**src/hdl/mipsPkg.sv**
```systemverilog
// shared definitions for the single-cycle MIPS core
// opcode and funct encodings, link register index, data address width
// ALU operation codes, instruction word views
// control and stage-to-stage structs, writeback port struct
package mipsPkg;

  // ============================================================
  // encodings
  // ============================================================
  // primary opcodes, instr[31:26]
  localparam logic [5:0] opR   = 6'b000000;
  localparam logic [5:0] opLw  = 6'b100011;
  localparam logic [5:0] opSw  = 6'b101011;
  localparam logic [5:0] opBeq = 6'b000100;
  localparam logic [5:0] opJ   = 6'b000010;
  localparam logic [5:0] opJal = 6'b000011;

  // R-type funct field, instr[5:0]
  localparam logic [5:0] fnAdd = 6'b100000;
  localparam logic [5:0] fnSub = 6'b100010;
  localparam logic [5:0] fnAnd = 6'b100100;
  localparam logic [5:0] fnOr  = 6'b100101;
  localparam logic [5:0] fnSlt = 6'b101010;

  // jal return address goes here
  localparam logic [4:0] raLink = 5'd31;

  // 128-word data memory
  localparam int dataAddrBits = 7;

  typedef enum logic [2:0] {
    aluAdd,
    aluSub,
    aluAnd,
    aluOr,
    aluSlt
  } aluOpT;

  // ============================================================
  // instruction word, three views of the same 32 bits
  // ============================================================
  typedef union packed {
    struct packed {
      logic [5:0] opcode;
      logic [4:0] rs;
      logic [4:0] rt;
      logic [4:0] rd;
      logic [4:0] shamt;
      logic [5:0] funct;
    } rType;
    struct packed {
      logic [5:0]  opcode;
      logic [4:0]  rs;
      logic [4:0]  rt;
      logic [15:0] imm;
    } iType;
    struct packed {
      logic [5:0]  opcode;
      logic [25:0] target;
    } jType;
  } instrT;

  // main control bits, one set per instruction
  typedef struct packed {
    logic regDst;
    logic aluSrc;
    logic memToReg;
    logic regWrite;
    logic memWrite;
    logic branch;
    logic jump;
    logic link;
  } ctrlT;

  // decode to execute
  typedef struct packed {
    logic [31:0] rsData;
    logic [31:0] rtData;
    logic [31:0] immExt;
    aluOpT       aluOp;
    ctrlT        ctrl;
  } decodeT;

  // execute to fetch and memory
  // branchOffset is already shifted left by two
  typedef struct packed {
    logic [31:0] aluResult;
    logic        takeBranch;
    logic [31:0] branchOffset;
  } exResultT;

  // register file write port, also visible at the top
  typedef struct packed {
    logic        en;
    logic [4:0]  addr;
    logic [31:0] data;
  } wbT;

endpackage

```
**src/hdl/decodeStage.sv**
```systemverilog
// decode stage of the single-cycle core
// main control and ALU operation decode
// immediate sign extension, destination select
// writeback data select and reset gating of the write strobes
// register file instance
`timescale 1ns/10ps

module decodeStage import mipsPkg::*; (
  input  logic        clk,
  input  logic        rst,
  input  instrT       instr,
  input  logic [31:0] pcPlus4,
  input  exResultT    ex,
  input  logic [31:0] memReadData,
  output decodeT      dec,
  output wbT          wb,
  output logic        memWriteEn
);

  ctrlT        ctrl;
  aluOpT       aluOp;
  logic [31:0] immExt;
  logic [31:0] rsData;
  logic [31:0] rtData;
  logic [4:0]  destAddr;
  logic [31:0] wbData;

  // ============================================================
  // control decode
  // ============================================================
  always_comb begin
    ctrl  = '0;
    aluOp = aluAdd;
    case (instr.rType.opcode)
      opR: begin
        ctrl.regDst   = 1'b1;
        ctrl.regWrite = 1'b1;
        case (instr.rType.funct)
          fnAdd:   aluOp = aluAdd;
          fnSub:   aluOp = aluSub;
          fnAnd:   aluOp = aluAnd;
          fnOr:    aluOp = aluOr;
          fnSlt:   aluOp = aluSlt;
          // unsupported funct behaves as nop
          default: ctrl = '0;
        endcase
      end
      opLw: begin
        ctrl.aluSrc   = 1'b1;
        ctrl.memToReg = 1'b1;
        ctrl.regWrite = 1'b1;
      end
      opSw: begin
        ctrl.aluSrc   = 1'b1;
        ctrl.memWrite = 1'b1;
      end
      opBeq: begin
        // compare by subtraction
        ctrl.branch = 1'b1;
        aluOp       = aluSub;
      end
      opJ: ctrl.jump = 1'b1;
      opJal: begin
        ctrl.jump     = 1'b1;
        ctrl.link     = 1'b1;
        ctrl.regWrite = 1'b1;
      end
      default: ctrl = '0;
    endcase
  end

  // 16-bit immediate, sign extended
  assign immExt = {{16{instr.iType.imm[15]}}, instr.iType.imm};

  regFile uRegFile (
    .clk    (clk),
    .rst    (rst),
    .rsAddr (instr.rType.rs),
    .rtAddr (instr.rType.rt),
    .wb     (wb),
    .rsData (rsData),
    .rtData (rtData)
  );

  // operands and controls on to execute
  assign dec.rsData = rsData;
  assign dec.rtData = rtData;
  assign dec.immExt = immExt;
  assign dec.aluOp  = aluOp;
  assign dec.ctrl   = ctrl;

  // ============================================================
  // writeback
  // ============================================================
  // rd for R-type, rt for loads, r31 for jal
  assign destAddr = ctrl.link ? raLink : (ctrl.regDst ? instr.rType.rd : instr.rType.rt);

  always_comb begin
    if (ctrl.link) begin
      wbData = pcPlus4;
    end else if (ctrl.memToReg) begin
      wbData = memReadData;
    end else begin
      wbData = ex.aluResult;
    end
  end

  // no strobe while in reset, r0 destination dropped here
  assign wb.en       = rst && ctrl.regWrite && (destAddr != 5'd0);
  assign wb.addr     = destAddr;
  assign wb.data     = wbData;
  assign memWriteEn  = rst && ctrl.memWrite;

endmodule

```
**src/hdl/executeStage.sv**
```systemverilog
// execute stage of the single-cycle core
// second operand select, ALU with signed set-less-than
// beq decision and word-aligned branch offset
`timescale 1ns/10ps

module executeStage import mipsPkg::*; (
  input  decodeT   dec,
  output exResultT ex
);

  logic [31:0] opA;
  logic [31:0] opB;
  logic [31:0] diff;
  logic [31:0] result;
  logic        lessThan;

  // operand select, immediate for lw and sw
  assign opA = dec.rsData;
  assign opB = dec.ctrl.aluSrc ? dec.immExt : dec.rtData;

  // shared by sub and the beq compare
  assign diff = opA - opB;

  // signed compare for slt
  assign lessThan = $signed(opA) < $signed(opB);

  // ============================================================
  // ALU
  // ============================================================
  always_comb begin
    case (dec.aluOp)
      aluAdd:  result = opA + opB;
      aluSub:  result = diff;
      aluAnd:  result = opA & opB;
      aluOr:   result = opA | opB;
      aluSlt:  result = {31'd0, lessThan};
      default: result = opA + opB;
    endcase
  end

  assign ex.aluResult = result;

  // operands equal means a taken beq
  assign ex.takeBranch = dec.ctrl.branch && (diff == 32'd0);

  // immediate times four, fetch adds PC+4
  assign ex.branchOffset = {dec.immExt[29:0], 2'b00};

endmodule

```
**src/hdl/fetchStage.sv**
```systemverilog
// fetch stage of the single-cycle core
// program counter register with asynchronous clear
// next-PC select between jump, taken branch and PC+4
`timescale 1ns/10ps

module fetchStage import mipsPkg::*; (
  input  logic        clk,
  input  logic        rst,
  input  ctrlT        ctrl,
  input  logic [25:0] jumpTarget,
  input  exResultT    ex,
  output logic [31:0] pc,
  output logic [31:0] pcPlus4
);

  logic [31:0] jumpAddr;
  logic [31:0] branchAddr;
  logic [31:0] nextPc;

  // sequential flow, also the jal link value
  assign pcPlus4 = pc + 32'd4;

  // pseudo-direct jump, region bits from PC+4
  assign jumpAddr = {pcPlus4[31:28], jumpTarget, 2'b00};

  // branch target relative to the delay-free PC+4
  assign branchAddr = pcPlus4 + ex.branchOffset;

  // jump wins over branch, they never both decode anyway
  always_comb begin
    if (ctrl.jump) begin
      nextPc = jumpAddr;
    end else if (ex.takeBranch) begin
      nextPc = branchAddr;
    end else begin
      nextPc = pcPlus4;
    end
  end

  // pc register, zero out of reset
  always_ff @(posedge clk or negedge rst) begin
    if (!rst) begin
      pc <= '0;
    end else begin
      pc <= nextPc;
    end
  end

endmodule

```
**src/hdl/mipsCore.sv**
```systemverilog
// top level of the single-cycle MIPS core
// chains fetch, decode and execute inside one clock cycle
// instruction fetch port, data memory port, writeback port
`timescale 1ns/10ps

module mipsCore import mipsPkg::*; (
  input  logic                    clk,
  input  logic                    rst,
  output logic [31:0]             instrAddr,
  input  instrT                   instr,
  output logic [dataAddrBits-1:0] memAddr,
  output logic [31:0]             memWriteData,
  output logic                    memWriteEn,
  input  logic [31:0]             memReadData,
  output wbT                      wb
);

  logic [31:0] pcPlus4;
  decodeT      dec;
  exResultT    ex;

  // pc drives the instruction memory directly
  fetchStage uFetch (
    .clk        (clk),
    .rst        (rst),
    .ctrl       (dec.ctrl),
    .jumpTarget (instr.jType.target),
    .ex         (ex),
    .pc         (instrAddr),
    .pcPlus4    (pcPlus4)
  );

  decodeStage uDecode (
    .clk         (clk),
    .rst         (rst),
    .instr       (instr),
    .pcPlus4     (pcPlus4),
    .ex          (ex),
    .memReadData (memReadData),
    .dec         (dec),
    .wb          (wb),
    .memWriteEn  (memWriteEn)
  );

  executeStage uExecute (
    .dec (dec),
    .ex  (ex)
  );

  // word address into data memory, byte offset dropped
  assign memAddr      = ex.aluResult[dataAddrBits+1:2];
  assign memWriteData = dec.rtData;

endmodule

```
**src/hdl/regFile.sv**
```systemverilog
// 32 x 32-bit register file
// two combinational read ports, one clocked write port
// register 0 reads as zero and ignores writes
`timescale 1ns/10ps

module regFile import mipsPkg::*; (
  input  logic        clk,
  input  logic        rst,
  input  logic [4:0]  rsAddr,
  input  logic [4:0]  rtAddr,
  input  wbT          wb,
  output logic [31:0] rsData,
  output logic [31:0] rtData
);

  logic [31:0] regs [32];

  // write on the rising edge, whole array cleared on reset
  always_ff @(posedge clk or negedge rst) begin
    if (!rst) begin
      for (int i = 0; i < 32; i++) begin
        regs[i] <= '0;
      end
    end else if (wb.en && (wb.addr != 5'd0)) begin
      regs[wb.addr] <= wb.data;
    end
  end

  // reads see the old value until the edge
  // hard zero for r0
  assign rsData = (rsAddr == 5'd0) ? 32'd0 : regs[rsAddr];
  assign rtData = (rtAddr == 5'd0) ? 32'd0 : regs[rtAddr];

endmodule

```
**config.mk**
```make
export PLATFORM = sky130hd
export DESIGN_NAME = mipsCore
export DESIGN_NICKNAME = d
export VERILOG_FILES = /design/src/hdl/mipsPkg.sv /design/src/hdl/decodeStage.sv /design/src/hdl/executeStage.sv /design/src/hdl/fetchStage.sv /design/src/hdl/mipsCore.sv /design/src/hdl/regFile.sv
export SDC_FILE = /design/constraint.sdc
export NUM_CORES = 2
export LEC_CHECK = 0
export BUFFER_PORTS_ARGS = -buffer_cell sky130_fd_sc_hd__buf_2
export CAP_MARGIN = 20
export CORE_ASPECT_RATIO = 0.5
export CORE_MARGIN = 10
export CORE_UTILIZATION = 30
export DETAILED_ROUTE_END_ITERATION = 10
export PLACE_DENSITY = 0.53
export SLEW_MARGIN = 20
export SYNTH_ARGS = -nofsm -noshare
export SYNTH_HDL_FRONTEND = slang
export SYNTH_SLANG_ARGS = --single-unit
```
**constraint.sdc**
```tcl
create_clock -name clk -period 25.3 [get_ports clk]
set_input_delay 5.06 -clock clk [delete_from_list [all_inputs] [get_ports clk]]
set_output_delay 5.06 -clock clk [all_outputs]
set_load 0.1 [all_outputs]
```
==> results.ini <==
[synth]
synth_common_cells=dfrtp_1, nand2_1, o21ai_0, mux4_2, clkbuf_1
synth_cell_type_count=85
netlist.area_leader.share_pct=42.2
synth_edf_count=0
async_reset_ff_share_pct=100
seq_area_frac_synth_pct=42.2
netlist_top_cells_area=dfrtp_1, mux4_2, o21ai_0
ys_warn_count=0
synth_cells=5988
syn_area_per_cell_um2=10.4
syn-cell-area_um2=62500
yosysTopAreaCell=dfrtp_1
yosysMostFrequentCell=dfrtp_1
ys_seq_elements=1054
ys.flop_type=dfrtp_1

[finish]
drive_gt1_share_pct=21.8
finalNonFillerCells=8671
fillers=20900
nets=6013
area_growth_pct=11.5

[worst_setup_path]
r2r_slack_ns=18.31
r2r_end=uFetch.pc[16]$_DFF_PN0_
required_ns=20.24
r2r_cells=19
endpoint_kind=primary output
critPathKind=input port to primary output
r2r-start=uDecode.uRegFile.regs[225]$_DFFE_PN0P_
cp-start-kind=input port
cp_max_fo=89
worstSetupEndpoint=wb[29]
critPathLaunch=instr[17]
cp.arrival_ns=13.59

[routing]
vias_per_cell=5.64
drt_iter0_drc=5641
vias=48900
drt-total-wl_mm=238
routedWlPerCell_um=27.4
drtPass1Iterations=6
drc=0
ant_nets=0

[floorplanning]
io_pins=176
die_y_um=343
die_area_um2=228000
rows=118
initial_core_util_pct=30.2
core_um2=207000
die_w_um=666

[sta]
fin_setup_tns_ns=0
hold_viol_final=0
fin_skew_ns=0.0581
whs_ns=0.394
fmax_ghz=0.0536
final-max-slew-violation-count=0
rsz0062_at_grt=false
finalSetupViolCount=0
period_needed_ns=18.65
period_share_pct=73.7
max_slew_margin_pct=13.9
tightestPinTransition_ns=1.28

[placement]
dp.cells=8466
place.gp.congestion=0.948
io_buffers=173
dp_hpwl_mm=151

[clock_network]
cts_num_sinks=1054
path_clk_slew_ns=0.06
cts_made_buffers=108
cts_setup_buffers=0
cts_tree=built
h-tree-depth=3
clk_path_buf_depth=3
cts-root-buf=clkbuf_16
clock_latency_ns=0.78
cts.repair.resized=0
cts_hold_buf=0

[global_routing]
grt_max_degree=162
overflow=0
track_usage_pct=20.3
grt_pass1_vias=47100
grt_pass1_wl_mm=345
antenna_found_initial=7

[outcome]
status=finished, final reports clean

[flow_run]
drv_cap=0

[power]
ir_drop_v=0.0000618
cellPowerDensity_nw_per_um2=61.1
p_leak_uw=0.0300

[worst_hold_path]
hold_path_class=flop to flop

-- report_power, final --
part	total (µW)	switching (µW)	internal, µW
logic	808	582	226
registers	1760	38.3	1720
clock network	1700	747	950
total	4260	1370	2900
-- layout by cell type, fill, tap and decap left out, types with 22 or more instances in the layout --
master,count
a21o_1,22
mux2i_1,133
a211oi_1,34
ha_1,126
o22ai_1,41
inv_1,147
nor2b_1,26
o21ai_0,803
mux2_2,137
a21oi_1,330
clkbuf_8,28
buf_2,162
buf_4,140
mux4_2,554
xnor2_1,62
nor2_1,379
o221ai_1,25
nor3_1,117
clkbuf_16,109
clkbuf_1,25
a221oi_1,22
nand2_1,911
dfrtp_1,1054
nand2_2,24
nand3_1,51
-- per-layer routing --
metal | vias to the layer above | GRT usage (%) | part of all wire (%)
met4 | 8 | 8.02 | 4.6
met1 | 25100 | 28.3 | 43
met2 | 1963 | 31.5 | 45
li1 | 21300 | - | -
met5 | - | 0 | 0.022
met3 | 479 | 3.54 | 7.9
-- cell families (layout without fill, tap and decap cells) --
group	Yosys count	count (layout)	synth area share (%)
and+or+nand+nor	1657	1657	11.0
AOI/OAI and AO/OA	1498	1498	13.7
DFF	1054	1054	42.2
muxes	825	825	24.6
buffers and inverters	748	665	4.82
adders and majority gates	129	129	2.62
xor gates and xnor gates	76	76	1.06
other	1	7	0.00600
-- metrics by stage --
step | cell area [µm²] | total power, µW | setup WS [ns] | util (%)
2_1_floorplan | 62500 | 2330 | 8.51 | -
3_3_place_gp | 66000 | 2590 | 6.58 | 31.9
3_5_place_dp | 66000 | 2590 | 6.65 | 31.9
4_1_cts | 69700 | 4280 | 6.63 | 33.6
5_1_grt | 69700 | 4400 | 6.13 | 33.7
6_report | 69700 | 4260 | 6.65 | 33.7
-- worst min path at each step --
stage | from | to | cells past startpoint
2_1_floorplan | uDecode.uRegFile.regs[1000]$_DFFE_PN0P_ | uDecode.uRegFile.regs[1000]$_DFFE_PN0P_ | 1
3_3_place_gp | uDecode.uRegFile.regs[1014]$_DFFE_PN0P_ | uDecode.uRegFile.regs[1014]$_DFFE_PN0P_ | 0
3_5_place_dp | uDecode.uRegFile.regs[1013]$_DFFE_PN0P_ | uDecode.uRegFile.regs[1013]$_DFFE_PN0P_ | 0
4_1_cts | uDecode.uRegFile.regs[1006]$_DFFE_PN0P_ | uDecode.uRegFile.regs[1006]$_DFFE_PN0P_ | 0
5_1_grt | uDecode.uRegFile.regs[1004]$_DFFE_PN0P_ | uDecode.uRegFile.regs[1004]$_DFFE_PN0P_ | 0
6_report | uDecode.uRegFile.regs[1021]$_DFFE_PN0P_ | uDecode.uRegFile.regs[1021]$_DFFE_PN0P_ | 0
-- state kept, by name (all words and copies together) (netlist names) --
register,flops
uFetch.pc,30
uDecode.uRegFile.regs,1024
-- cell type report --
class / instances / area, µm² / area share [%]
Multi-Input combinational cell: 4187 / 33500 / 48.1
Inverter: 151 / 567 / 0.813
Clock buffer: 162 / 3210 / 4.60
Sequential cell: 1054 / 26400 / 37.8
Timing Repair Buffer: 316 / 2100 / 3.02
Clock inverter: 36 / 474 / 0.680
Antenna cell: 5 / 12.5 / 0.0179
Tap cell: 2760 / 3450 / 4.95
-- worst max-delay path, stage by stage --
cell and delay, ns:
buf_8 0.54, buf_4 0.84, buf_4 0.80, mux4_2 0.41, mux4_2 0.51, mux2i_1 0.59, nor3_1 0.10, a21oi_1 0.28
ha_1 0.51, nor2b_1 0.09, o21ai_0 0.16, a21oi_1 0.16, nor4_1 0.38, a211oi_1 0.24, o41ai_1 0.79, o221ai_1 0.30
nand4_1 0.20, mux2_2 0.37, a211oi_4 0.14, buf_4 0.40, inv_1 0.19, buf_2 0.34
(Power assumes the default switching activity.)
